[config.mk]
export PLATFORM = sky130hd
export DESIGN_NAME = ebox
export DESIGN_NICKNAME = d
export VERILOG_FILES = /design/src/common/cramPkg.sv /design/src/common/ebusPkg.sv /design/src/ebus/ebusArbiter.sv /design/src/crm.sv /design/src/ctl.sv /design/src/ebox.sv /design/src/edp.sv
export SDC_FILE = /design/constraint.sdc
export NUM_CORES = 2
export LEC_CHECK = 0
export BUFFER_PORTS_ARGS = -buffer_cell sky130_fd_sc_hd__buf_2
export CELL_PAD_IN_SITES_DETAIL_PLACEMENT = 0
export CELL_PAD_IN_SITES_GLOBAL_PLACEMENT = 1
export CORE_MARGIN = 3
export CORE_UTILIZATION = 49
export DETAILED_ROUTE_END_ITERATION = 8
export PLACE_DENSITY_LB_ADDON = 0.2
export SETUP_SLACK_MARGIN = 0.15
export SLEW_MARGIN = 20
export SYNTH_ARGS = -nofsm -noshare
export SYNTH_HDL_FRONTEND = slang
export SYNTH_SLANG_ARGS = --single-unit
[constraint.sdc]
create_clock -name eboxClk -period 5.25 [get_ports eboxClk]
set_input_delay 0.525 -clock eboxClk [delete_from_list [all_inputs] [get_ports eboxClk]]
set_output_delay 0.525 -clock eboxClk [all_outputs]
set_load 0.03 [all_outputs]
[src/common/cramPkg.sv]
package cramPkg;

  localparam int cramWidth = 36;

  // Field widths from the top bit down
  localparam int arSelWidth = 3;
  localparam int arxSelWidth = 3;
  localparam int mqSelWidth = 2;
  localparam int dispWidth = 5;
  localparam int specWidth = 5;
  localparam int adWidth = 6;
  localparam int magicWidth = 9;
  localparam int condWidth = 3;

  typedef struct packed {
    logic [0:arSelWidth-1] arSel;
    logic [0:arxSelWidth-1] arxSel;
    logic [0:mqSelWidth-1] mqSel;
    logic [0:dispWidth-1] disp;
    logic [0:specWidth-1] spec;
    logic [0:adWidth-1] ad;
    logic [0:magicWidth-1] magic;
    logic [0:condWidth-1] cond;
  } microWordT;

  localparam logic [0:arSelWidth-1] arHold = 3'd0;
  localparam logic [0:arSelWidth-1] arMagic = 3'd1;   // Zero-extended magic number
  localparam logic [0:arSelWidth-1] arArx = 3'd2;
  localparam logic [0:arSelWidth-1] arAdd = 3'd3;     // AR + ARX + carry36
  localparam logic [0:arSelWidth-1] arEbus = 3'd4;

  localparam logic [0:arxSelWidth-1] arxHold = 3'd0;
  localparam logic [0:arxSelWidth-1] arxAr = 3'd1;
  localparam logic [0:arxSelWidth-1] arxMq = 3'd2;
  localparam logic [0:arxSelWidth-1] arxMagic = 3'd3;

  localparam logic [0:mqSelWidth-1] mqHold = 2'd0;
  localparam logic [0:mqSelWidth-1] mqAr = 2'd1;
  localparam logic [0:mqSelWidth-1] mqZero = 2'd2;

  // Reduced SPEC set
  localparam logic [0:specWidth-1] specNone = 5'd0;
  localparam logic [0:specWidth-1] specXcryAr0 = 5'd1;
  localparam logic [0:specWidth-1] specClrArl = 5'd2;
  localparam logic [0:specWidth-1] specClrArr = 5'd3;
  localparam logic [0:specWidth-1] specMqShift = 5'd4;

  localparam logic [0:dispWidth-1] dispNicond = 5'd5;

endpackage

[src/common/ebusPkg.sv]
package ebusPkg;

  localparam int ebusWidth = 36;

  typedef logic [0:ebusWidth-1] ebusWordT;

  // Diagnostic function codes
  localparam int diagFuncWidth = 3;
  localparam logic [0:diagFuncWidth-1] diagCrmWrite = 3'd0;
  localparam logic [0:diagFuncWidth-1] diagCrmRead = 3'd1;
  localparam logic [0:diagFuncWidth-1] diagArRead = 3'd4;

  // EBUS peers
  localparam int numPeers = 2;
  localparam int peerCrm = 0;
  localparam int peerCtl = 1;

endpackage

[src/ebus/ebusArbiter.sv]
`timescale 1ns/1ps

module ebusArbiter #(
  parameter int ebusCredits = 4
) (
  input logic eboxClk,
  input logic reset,
  input logic reqCrm,
  input ebusPkg::ebusWordT dataCrm,
  input logic reqCtl,
  input ebusPkg::ebusWordT dataCtl,
  output logic gntCrm,
  output logic gntCtl,
  output logic ebusValid,
  output ebusPkg::ebusWordT ebusData,
  input logic ebusCreditReturn
);
  import ebusPkg::*;

  localparam int creditBits = $clog2(ebusCredits + 1);
  localparam int peerBits = $clog2(numPeers);

  logic [numPeers-1:0] req;
  logic [numPeers-1:0] gnt;
  logic [peerBits-1:0] lastWinner;
  logic [creditBits-1:0] creditCount;

  assign req[peerCrm] = reqCrm;
  assign req[peerCtl] = reqCtl;

  // Round robin where the last winner loses ties
  assign gnt[peerCrm] = (creditCount != '0) && req[peerCrm]
                        && (!req[peerCtl] || lastWinner == peerBits'(peerCtl));
  assign gnt[peerCtl] = (creditCount != '0) && req[peerCtl]
                        && (!req[peerCrm] || lastWinner == peerBits'(peerCrm));

  assign gntCrm = gnt[peerCrm];
  assign gntCtl = gnt[peerCtl];

  always_ff @(posedge eboxClk) begin
    if (reset) begin
      ebusValid <= 1'b0;
      lastWinner <= peerBits'(peerCtl);  // Crm goes first
      creditCount <= creditBits'(ebusCredits);
    end else begin
      ebusValid <= |gnt;
      if (gnt[peerCrm]) lastWinner <= peerBits'(peerCrm);
      else if (gnt[peerCtl]) lastWinner <= peerBits'(peerCtl);
      creditCount <= creditCount - creditBits'(|gnt) + creditBits'(ebusCreditReturn);
    end
  end

  always_ff @(posedge eboxClk) begin
    if (|gnt)
      ebusData <= gnt[peerCtl] ? dataCtl : dataCrm;
  end

  // Consumer returns no more credits than words it was sent
  creditOverflow: assert property (
    @(posedge eboxClk) disable iff (reset)
      ebusCreditReturn |-> (creditCount < ebusCredits) || (|gnt)
  ) else $error("ebusArbiter: credit returned with counter already full");

  // A wrap below zero lands above the credit depth
  creditRange: assert property (
    @(posedge eboxClk) disable iff (reset) creditCount <= creditBits'(ebusCredits)
  ) else $error("ebusArbiter: credit counter out of range");

  grantOneHot: assert property (
    @(posedge eboxClk) disable iff (reset) $onehot0(gnt)
  ) else $error("ebusArbiter: more than one grant");

endmodule

[src/crm.sv]
`timescale 1ns/1ps

module crm #(
  parameter int crmDepth = 64
) (
  input logic eboxClk,
  input logic reset,
  input logic [$clog2(crmDepth)-1:0] uAddr,
  input logic uStep,
  input logic diagStrobe,
  input logic [0:ebusPkg::diagFuncWidth-1] diagFunc,
  input logic [$clog2(crmDepth)-1:0] diagAddr,
  input ebusPkg::ebusWordT diagData,
  output cramPkg::microWordT cramWord,
  output logic wordFresh,
  output logic reqCrm,
  output ebusPkg::ebusWordT dataCrm,
  input logic gntCrm
);
  import cramPkg::*;
  import ebusPkg::*;

  logic [0:cramWidth-1] cram [crmDepth];
  logic diagWrite;
  logic diagRead;
  logic readAccept;

  assign diagWrite = diagStrobe && (diagFunc == diagCrmWrite);
  assign diagRead = diagStrobe && (diagFunc == diagCrmRead);
  assign readAccept = diagRead && !reqCrm;  // Dropped while one is pending

  always_ff @(posedge eboxClk) begin
    if (diagWrite)
      cram[diagAddr] <= diagData;
  end

  // Microword register
  always_ff @(posedge eboxClk) begin
    if (reset) begin
      cramWord <= '0;
      wordFresh <= 1'b0;
    end else begin
      wordFresh <= uStep;  // Marks the one execute cycle
      if (uStep)
        cramWord <= cram[uAddr];
    end
  end

  always_ff @(posedge eboxClk) begin
    if (reset)
      reqCrm <= 1'b0;
    else if (readAccept)
      reqCrm <= 1'b1;
    else if (gntCrm)
      reqCrm <= 1'b0;
  end

  // Read-back word held until granted
  always_ff @(posedge eboxClk) begin
    if (readAccept)
      dataCrm <= cram[diagAddr];
  end

  // A second read before the first one reached the EBUS would be lost
  crmReadOverrun: assert property (
    @(posedge eboxClk) disable iff (reset) diagRead |-> !reqCrm
  ) else $error("crm: CRAM read issued while previous read still pending");

endmodule

[src/ctl.sv]
`timescale 1ns/1ps

module ctl (
  input logic eboxClk,
  input logic reset,
  input cramPkg::microWordT cramWord,
  input logic wordFresh,
  input ebusPkg::ebusWordT ar,
  input logic diagStrobe,
  input logic [0:ebusPkg::diagFuncWidth-1] diagFunc,
  input ebusPkg::ebusWordT diagData,
  output logic arLoadLeft,
  output logic arLoadRight,
  output logic arLeftClr,
  output logic arRightClr,
  output logic arxLoad,
  output logic mqLoad,
  output logic mqShift,
  output logic [0:cramPkg::arSelWidth-1] arSelect,
  output logic [0:cramPkg::arxSelWidth-1] arxSelect,
  output logic [0:cramPkg::mqSelWidth-1] mqSelect,
  output logic carry36,
  output ebusPkg::ebusWordT ebusDataIn,
  output logic dispNicond,
  output logic reqCtl,
  output ebusPkg::ebusWordT dataCtl,
  input logic gntCtl
);
  import cramPkg::*;
  import ebusPkg::*;

  logic specXcry;
  logic specClrL;
  logic specClrR;
  logic specShift;
  logic arLoad;
  logic arReadReq;

  always_comb begin
    specXcry = 1'b0;
    specClrL = 1'b0;
    specClrR = 1'b0;
    specShift = 1'b0;
    case (cramWord.spec)
      specNone: ;
      specXcryAr0: specXcry = 1'b1;
      specClrArl: specClrL = 1'b1;
      specClrArr: specClrR = 1'b1;
      specMqShift: specShift = 1'b1;
      default: ;  // Codes outside the kept set do nothing
    endcase
  end

  assign arSelect = cramWord.arSel;
  assign arxSelect = cramWord.arxSel;
  assign mqSelect = cramWord.mqSel;

  // Strobes only fire in the execute cycle
  assign arLoad = wordFresh && (cramWord.arSel != arHold);
  assign arLoadLeft = arLoad;
  assign arLoadRight = arLoad;
  assign arLeftClr = wordFresh && specClrL;
  assign arRightClr = wordFresh && specClrR;
  assign arxLoad = wordFresh && (cramWord.arxSel != arxHold);
  assign mqLoad = wordFresh && (cramWord.mqSel != mqHold);
  assign mqShift = wordFresh && specShift;

  assign carry36 = (ar[0] & specXcry) ^ cramWord.ad[0];
  assign dispNicond = cramWord.disp == cramPkg::dispNicond;

  assign ebusDataIn = diagData;  // AR source for arEbus

  assign arReadReq = diagStrobe && (diagFunc == diagArRead);

  always_ff @(posedge eboxClk) begin
    if (reset) begin
      reqCtl <= 1'b0;
    end else if (arReadReq && !reqCtl) begin
      reqCtl <= 1'b1;
      dataCtl <= ar;
    end else if (gntCtl) begin
      reqCtl <= 1'b0;
    end
  end

  // Microcode must not load and clear the same half in one word
  arHalfConflict: assert property (
    @(posedge eboxClk) disable iff (reset)
      !((arLoadLeft && arLeftClr) || (arLoadRight && arRightClr))
  ) else $error("ctl: AR half loaded and cleared by the same microword");

  ctlReadOverrun: assert property (
    @(posedge eboxClk) disable iff (reset) arReadReq |-> !reqCtl
  ) else $error("ctl: AR read issued while previous read still pending");

endmodule

[src/ebox.sv]
`timescale 1ns/1ps

module ebox #(
  parameter int crmDepth = 64,
  parameter int ebusCredits = 4
) (
  input logic eboxClk,
  input logic reset,
  input logic [$clog2(crmDepth)-1:0] uAddr,
  input logic uStep,
  input logic diagStrobe,
  input logic [0:ebusPkg::diagFuncWidth-1] diagFunc,
  input logic [$clog2(crmDepth)-1:0] diagAddr,
  input ebusPkg::ebusWordT diagData,
  output logic ebusValid,
  output ebusPkg::ebusWordT ebusData,
  input logic ebusCreditReturn,
  output ebusPkg::ebusWordT ar,
  output ebusPkg::ebusWordT arx,
  output ebusPkg::ebusWordT mq,
  output logic dispNicond
);
  import cramPkg::*;
  import ebusPkg::*;

  microWordT cramWord;
  logic wordFresh;
  logic arLoadLeft;
  logic arLoadRight;
  logic arLeftClr;
  logic arRightClr;
  logic arxLoad;
  logic mqLoad;
  logic mqShift;
  logic [0:arSelWidth-1] arSelect;
  logic [0:arxSelWidth-1] arxSelect;
  logic [0:mqSelWidth-1] mqSelect;
  logic carry36;
  ebusWordT ebusDataIn;
  logic reqCrm;
  logic reqCtl;
  logic gntCrm;
  logic gntCtl;
  ebusWordT dataCrm;
  ebusWordT dataCtl;

  crm #(.crmDepth(crmDepth)) u_crm (
    .eboxClk(eboxClk), .reset(reset),
    .uAddr(uAddr), .uStep(uStep),
    .diagStrobe(diagStrobe), .diagFunc(diagFunc), .diagAddr(diagAddr), .diagData(diagData),
    .cramWord(cramWord), .wordFresh(wordFresh),
    .reqCrm(reqCrm), .dataCrm(dataCrm), .gntCrm(gntCrm)
  );

  ctl u_ctl (
    .eboxClk(eboxClk), .reset(reset),
    .cramWord(cramWord), .wordFresh(wordFresh), .ar(ar),
    .diagStrobe(diagStrobe), .diagFunc(diagFunc), .diagData(diagData),
    .arLoadLeft(arLoadLeft), .arLoadRight(arLoadRight),
    .arLeftClr(arLeftClr), .arRightClr(arRightClr),
    .arxLoad(arxLoad), .mqLoad(mqLoad), .mqShift(mqShift),
    .arSelect(arSelect), .arxSelect(arxSelect), .mqSelect(mqSelect),
    .carry36(carry36), .ebusDataIn(ebusDataIn), .dispNicond(dispNicond),
    .reqCtl(reqCtl), .dataCtl(dataCtl), .gntCtl(gntCtl)
  );

  edp u_edp (
    .eboxClk(eboxClk), .reset(reset),
    .arLoadLeft(arLoadLeft), .arLoadRight(arLoadRight),
    .arLeftClr(arLeftClr), .arRightClr(arRightClr),
    .arxLoad(arxLoad), .mqLoad(mqLoad), .mqShift(mqShift),
    .arSelect(arSelect), .arxSelect(arxSelect), .mqSelect(mqSelect),
    .carry36(carry36), .magic(cramWord.magic), .ebusDataIn(ebusDataIn),
    .ar(ar), .arx(arx), .mq(mq)
  );

  ebusArbiter #(.ebusCredits(ebusCredits)) u_arb (
    .eboxClk(eboxClk), .reset(reset),
    .reqCrm(reqCrm), .dataCrm(dataCrm), .reqCtl(reqCtl), .dataCtl(dataCtl),
    .gntCrm(gntCrm), .gntCtl(gntCtl),
    .ebusValid(ebusValid), .ebusData(ebusData),
    .ebusCreditReturn(ebusCreditReturn)
  );

endmodule

[src/edp.sv]
`timescale 1ns/1ps

module edp (
  input logic eboxClk,
  input logic reset,
  input logic arLoadLeft,
  input logic arLoadRight,
  input logic arLeftClr,
  input logic arRightClr,
  input logic arxLoad,
  input logic mqLoad,
  input logic mqShift,
  input logic [0:cramPkg::arSelWidth-1] arSelect,
  input logic [0:cramPkg::arxSelWidth-1] arxSelect,
  input logic [0:cramPkg::mqSelWidth-1] mqSelect,
  input logic carry36,
  input logic [0:cramPkg::magicWidth-1] magic,
  input ebusPkg::ebusWordT ebusDataIn,
  output ebusPkg::ebusWordT ar,
  output ebusPkg::ebusWordT arx,
  output ebusPkg::ebusWordT mq
);
  import cramPkg::*;
  import ebusPkg::*;

  ebusWordT adSum;
  ebusWordT magicExt;
  ebusWordT arNext;
  ebusWordT arxNext;
  ebusWordT mqNext;

  assign magicExt = ebusWidth'(magic);
  assign adSum = ar + arx + ebusWidth'(carry36);  // Wraps at 36 bits

  always_comb begin
    case (arSelect)
      arHold: arNext = ar;
      arMagic: arNext = magicExt;
      arArx: arNext = arx;
      arAdd: arNext = adSum;
      arEbus: arNext = ebusDataIn;
      default: arNext = ar;
    endcase
  end

  always_comb begin
    case (arxSelect)
      arxHold: arxNext = arx;
      arxAr: arxNext = ar;
      arxMq: arxNext = mq;
      arxMagic: arxNext = magicExt;
      default: arxNext = arx;
    endcase
  end

  always_comb begin
    case (mqSelect)
      mqHold: mqNext = mq;
      mqAr: mqNext = ar;
      mqZero: mqNext = '0;
      default: mqNext = mq;
    endcase
  end

  always_ff @(posedge eboxClk) begin
    if (reset) begin
      ar <= '0;
      arx <= '0;
      mq <= '0;
    end else begin
      // Clear beats load per half
      if (arLeftClr) ar[0:17] <= '0;
      else if (arLoadLeft) ar[0:17] <= arNext[0:17];
      if (arRightClr) ar[18:35] <= '0;
      else if (arLoadRight) ar[18:35] <= arNext[18:35];
      if (arxLoad)
        arx <= arxNext;
      if (mqShift)
        mq <= {mq[1:35], ar[0]};  // AR0 into the vacated low bit
      else if (mqLoad)
        mq <= mqNext;
    end
  end

endmodule
# --- After elaboration in Yosys (flattened, before gate mapping) ---
# Memory sizes are Yosys's and may differ from the RTL's. A register that Yosys moved wholly into a read port is not among the register bits.
# Index checks and enable logic that the tools add are counted.
totals:
  ff_bits: 188
  ramBits: 2304
  input_bits: 56
  out_inout_bits: 146
  elab_cells: 93
  memories: 1
op_classes:
  addsub: 4
  n_eq_ne: 16
  mux: 18
  bitwise_logic: 4
  n_reduce_logical: 38
mem_list:
  columns: ["name", "words", "word_bits", "read_ports", "rd_clocked_by_memory_dff", "wr", "line", "text"]
  rows:
  - ["u_crm.cram", 64, 36, 2, 2, 1, "crm.sv:23", "logic [0:cramWidth-1] cram [crmDepth];"]
op_table:
  columns: ["op", "n"]
  rows:
  - ["36-bit one-hot mux with 4 select lines", 1]
  - ["36-bit 2-to-1 mux", 3]
  - ["36-bit one-hot mux with 3 select lines", 1]
  - ["36-bit one-hot mux with 2 select lines", 1]
  - ["36-bit by 1-bit adder with 36-bit output", 1]
  - ["36-bit adder", 1]
  - ["1-bit logical AND", 15]
  - ["3-bit nonzero test", 5]
  - ["3-bit by 2-bit == test with 1-bit output, second input constant", 4]
  - ["1-bit 2-to-1 mux", 12]
  - ["5-bit by 2-bit == test with 1-bit output, second input constant", 2]
  - ["5-bit by 3-bit == test with 1-bit output, second input constant", 2]
  - ["2-bit nonzero test", 5]
  - ["3-bit by 1-bit == test with 1-bit output, second input constant", 3]
  - ["2-bit AND reduction", 4]
  - ["3-bit == test, second input constant", 2]
  - ["2-bit OR reduction", 3]
  - ["5-bit by 1-bit == test with 1-bit output, second input constant", 1]
  - ["4-bit nonzero test", 1]
  - ["3-bit by 1-bit adder with 3-bit output", 1]
  - ["3-bit zero test", 1]
  - ["3-bit by 1-bit subtractor with 3-bit output", 1]
  - ["2-bit by 1-bit == test with 1-bit output, second input constant", 1]
  - ["2-bit == test, second input constant", 1]
  - ["other kinds (5)", 8]

# --- Longest topological paths before layout ---
depth:
  ltp_word: 6
  ltp_mapped: 14
  depth_no_buf: 14

# --- Modules after synthesis ---
# A second synthesis with hierarchy kept.
hier_totals:
  hier_cells: 7184
  area_unflattened_um2: 119324.4
by_module_without_submodules:
  columns: ["module", "instances", "cells_each", "area_per_inst_um2", "seq_area_each_um2"]
  rows:
  - ["crm", 1, 6139, 109139.7, 71028.1]
  - ["edp", 1, 844, 6821.5, 2162.1]
  - ["ebusArbiter", 1, 101, 1789.2, 1181.1]
  - ["ctl", 1, 100, 1574.0, 1101.1]

# --- Worst setup path before layout ---
# OpenSTA, ideal clock, no wires.
synth_path:
  path_kind: "input to register"
  from: "input diagFunc[1] in the netlist's numbering"
  to: "register u_ctl.dataCtl[0], enable pin"
  setup_ns: 0.536
  arrival_ns: 4.853
  t_required_ns: 4.714
  path_slack_ns: -0.139
  path_stages: 2
  path_buffers: 0
  cell_sequence: "or3b_2 > nor4b_1"
synth_between:
  elab_chain_cells: 4
synth_rtl:
  columns: ["item", "line", "text"]
  rows:
  - ["start, declared", "ebox.sv:12", "input logic [0:ebusPkg::diagFuncWidth-1] diagFunc,"]
  - ["3-bit == test", "ctl.sv:73", "assign arReadReq = diagStrobe && (diagFunc == diagArRead);"]
  - ["1-bit logical AND", "ctl.sv:73", null]
  - ["1-bit logical AND", "ctl.sv:78", "end else if (arReadReq && !reqCtl) begin"]
  - ["2-bit AND reduction (no source line)", null, null]
  - ["end signal, assigned", "ctl.sv:80", "dataCtl <= ar;"]
  - ["end, declared", "ctl.sv:26", "output ebusPkg::ebusWordT dataCtl,"]
# No other way between the ends.
# A chain may end at the register's enable or synchronous reset.

# --- Worst setup path after layout ---
layout_path:
  from: "register u_crm.cramWord[19] (netlist name)"
  to: "register u_edp.ar[32]"
layout_between:
  elab_chain_cells: 6
  word_cells_on_any_way: 10
  cone_classes: "1 x add/sub; 2 x eq/ne; 3 x mux; 2 x bitwise; 2 x reduce/logical"
layout_rtl:
  columns: ["item", "line", "text"]
  rows:
  - ["5-bit by 1-bit == test with 1-bit output", "ctl.sv:44", "case (cramWord.spec)"]
  - ["1-bit 2-to-1 mux", "ctl.sv:44", null]
  - ["1-bit bitwise AND", "ctl.sv:68", "assign carry36 = (ar[0] & specXcry) ^ cramWord.ad[0];"]
  - ["1-bit XOR", "ctl.sv:68", null]
  - ["36-bit by 1-bit adder with 36-bit output", "edp.sv:33", "assign adSum = ar + arx + ebusWidth'(carry36);"]
  - ["36-bit one-hot mux with 4 select lines", "edp.sv:36", "case (arSelect)"]
  - ["end signal, assigned", "edp.sv:75", "else if (arLoadRight) ar[18:35] <= arNext[18:35];"]
  - ["end, declared", "edp.sv:19", "output ebusPkg::ebusWordT ar,"]
# Parallel ways exist; a longest one is shown, timed or not.

==> results.md <==
- Commonest non-fill, non-tap cell in the layout: edfxtp_1
- Fin nets: 6575
- Routability cong.: 0.913
- H-tree levels: 5
- Routed wire per std cell: 41.6 µm
- WS Path Type: reg -> reg
- Drt drc: 0
- Deepest clock path buffer count: 4
- # Post-CTS Setup Buffers: 0
- Initial DRC count: 11500
- Vias in the first global route: 69100
- Filler instances: 16500
- Final core utilization: 56.4%
- Die H: 476 µm
- Antenna violations before repair: 37
- Hold Crit Start: diagData[12]
- Max-Cap Viols: 0
- Yosys cell types: 70
- Antenna Nets Post-Route: 0
- Initial DRT Pass Iterations: 8
- Tmin final: 4.37 ns
- Setup violations, final: 0
- Worst slew pin tran: 1.17 ns
- Crit Reg-Reg Endpoint: u_edp.ar[32]
- CP cell instances: nor3_1 -> nand4b_1 -> xor2_1 -> fa_1 -> fa_1 -> nor2b_1 -> o31a_1 -> o31ai_1 -> a2111oi_0 -> o21ai_0 -> a211oi_1 -> o21ai_0 -> xor2_1 -> o221ai_1
- Via/cell ratio: 7.43
- Synth warnings: 0
- First-pass GRT wire length: 552 mm
- Status: complete, no violations
- PostCTS Resize Cnt: 0
- Slew headroom: 22.0%
- IO Count: 202
- Hold slack: 0.0733 ns
- CP Launch Type: flip-flop
- Fin Setup TNS: 0 ns
- Worst hold path class: in -> reg
- Worst-Skew Late Latency: 0.96 ns
- FFs w/ async S/R, synth: 0%
- Slowest stage delay, CP: 0.66 ns
- Worst setup margin: 0.882 ns
- Crit-path slowest cell: a2111oi_0
- Cells after Synth: 6188
- CP Max Fanout: 3
- Worst setup EP type: flip-flop
- Clk slew on worst S/H paths: 0.06 ns
- Syn Area/Cell: 17.5 µm²
- Pin count of the biggest net entering global routing: 102
- Root buf cell: clkbuf_16
- Clk sinks: 2556
- Synth Register Bits: 2556
- Detailed Place HPWL: 233 mm
- All-layer global routing usage: 34.7%
- Crit path arrival time: 5.13 ns
- Synth area leader: edfxtp_1
- Final cycle utilization of the critical path: 83.2%
- Via count: 71600
- Final slew viol count: 0
- Hold Crit Depth: 1
- R2R setup slack: 0.88 ns
- DIE AREA: 0.227 mm²
- Number of port buffers: 201
- Total routed wirelength: 401 mm
- Std-Cell Rows: 172
- Cell Area, Synth: 0.108 mm²
- Core area: 0.220 mm²
- Lkg Pwr: 38.5 nW
- FMAX: 229 MHz
- Required @ worst endpoint: 6.01 ns
- Initial core utilization: 49.3%
- Grt ovf: 0
- Die width: 476 µm
- Commonest non-fill, non-tap cells in the layout: edfxtp_1 (2412), a22oi_1 (676), mux4_2 (588), clkbuf_16 (290), a31oi_1 (263)
- TritonCTS clock tree: done
- R2R cell count: 14
- R2R Path Start: u_crm.cramWord[19]
- Hold endpoint: u_crm.cram[20][12]
- RSZ-0062 raised after global routing: false
- Layout cells sized above 1: 24.2%
- Cts bufs inserted: 284
- Syn Nets: 6283
- P per Cell Area: 363 mW/mm²
- Clock Skews: 0.0540 ns
- Peak VDD IR: 238 µV
- Seq/Total Area, Yosys: 69.5%
- Top_reg_cell synth: edfxtp_1
- Setup WS pre-CTS: 0.926 ns
- Layout area overhead: 14.3%
- Hold Vio Cnt, Final: 0
- Synth top area cells: edfxtp_1 (67%), mux4_2 (12%), a22oi_1 (4.7%)
- Post-synth EDFFs: 2412
- Top-area cell type share of the netlist area: 66.8%
## how the worst max path moves through the flow
stage	from	to	cells after the start
after floorplan	diagAddr[1]	u_crm.cram[10][0]	8
after global placement	u_crm.cramWord[19]	u_edp.ar[32]	14
after detailed placement	u_crm.cramWord[19]	u_edp.ar[32]	14
after CTS	u_crm.cramWord[19]	u_edp.ar[32]	14
after global routing	u_crm.cramWord[21]	u_edp.ar[32]	14
final	u_crm.cramWord[19]	u_edp.ar[32]	14
## layout make-up
type | count | area, µm² | area share, %
diodes | 15 | 37.5 | 0.0303
clock buffers | 362 | 7650 | 6.17
clock inverters | 111 | 1110 | 0.900
inverters | 19 | 71.3 | 0.0576
multi-input cells | 3104 | 31600 | 25.5
flip-flops and latches | 2556 | 75300 | 60.8
well taps | 2958 | 3700 | 2.99
repair buffers | 515 | 4360 | 3.52
## cells by family after synthesis
logic type               share of synthesized area, %
buffers and inverters                            1.93
XOR/XNOR                                        0.251
adder cells (fa/ha/maj)                         0.471
flip-flops                                       69.5
multiplexers                                     12.9
AO/OA/AOI/OAI                                    12.3
AND/OR/NAND/NOR                                  2.66
## what timing repair did
action | 4_1_cts | 5_1_grt
endpoints found under the setup margin | 0 | 0
hold buffers | 4 | 0
endpoints found under the hold margin | 29 | 0
## through the flow
step	instance area (µm²)	instances	total power, mW
final	124000	9640	44.9
after global routing	124000	9628	46.1
after CTS	124000	9625	45.0
after detailed placement	115000	9148	26.1
after global placement	115000	9148	26.0
after floorplan	108000	6188	24.6
## registers in the layout (all words and copies together), names as in the netlist
signal             cells
u_edp.mq              36
u_edp.ar              36
u_arb.creditCount      3
u_edp.arx             36
u_arb.ebusData        36
u_crm.reqCrm           1
u_ctl.reqCtl           1
u_crm.dataCrm         36
u_arb.ebusValid        1
u_crm.cramWord        28
u_ctl.dataCtl         36
u_crm.wordFresh        1
u_crm.cram          2304
u_arb.lastWinner       1
## synth_stat cells, drive strengths merged, types with 6 or more instances
cell and instances:
xor2 12, mux4 588, o21bai 6, a221oi 257, nor2 211, a22oi 676, buf 161, xnor2 19
nor2b 33, nand3 64, mux2i 33, ha 36, a222oi 8, a21o 12, nand4 44, nor4 50
o221ai 12, and2 7, mux2 37, nor3 20, nor3b 8, o21a 6, nand2 123, nand2b 15
a211oi 41, inv 19, a21oi 114, o21ai 50, a2111oi 13, edfxtp 2412, clkbuf 348, dfxtp 144
a31oi 263, a22o 249, a311oi 36
## metal layers
layer	global-route usage (%)	vias up	part of all wire, %
met5	0	-	0.041
met4	17.2	26	5.8
met2	52.9	6211	45
li1	-	27400	-
met3	10.3	1192	14
met1	45.7	36900	35
## worst max-delay path, delay by kind of cell, from the launching register on
kind / cells / cell delay, ns
AO/OA/AOI/OAI: 7 / 2.01
adder cells (fa/ha/maj): 2 / 0.89
AND/OR/NAND/NOR: 3 / 0.59
XOR/XNOR: 2 / 0.40
flip-flops: 1 / 0.32
## where the power goes
part / switching (mW) / internal [mW] / leakage (nW)
sequential: 0.138 / 22.4 / 22.8
combinational: 2.07 / 1.08 / 11.4
clock: 7.94 / 11.3 / 4.26
total: 10.1 / 34.8 / 38.5
Note: power is estimated with default switching activity, not from simulation.
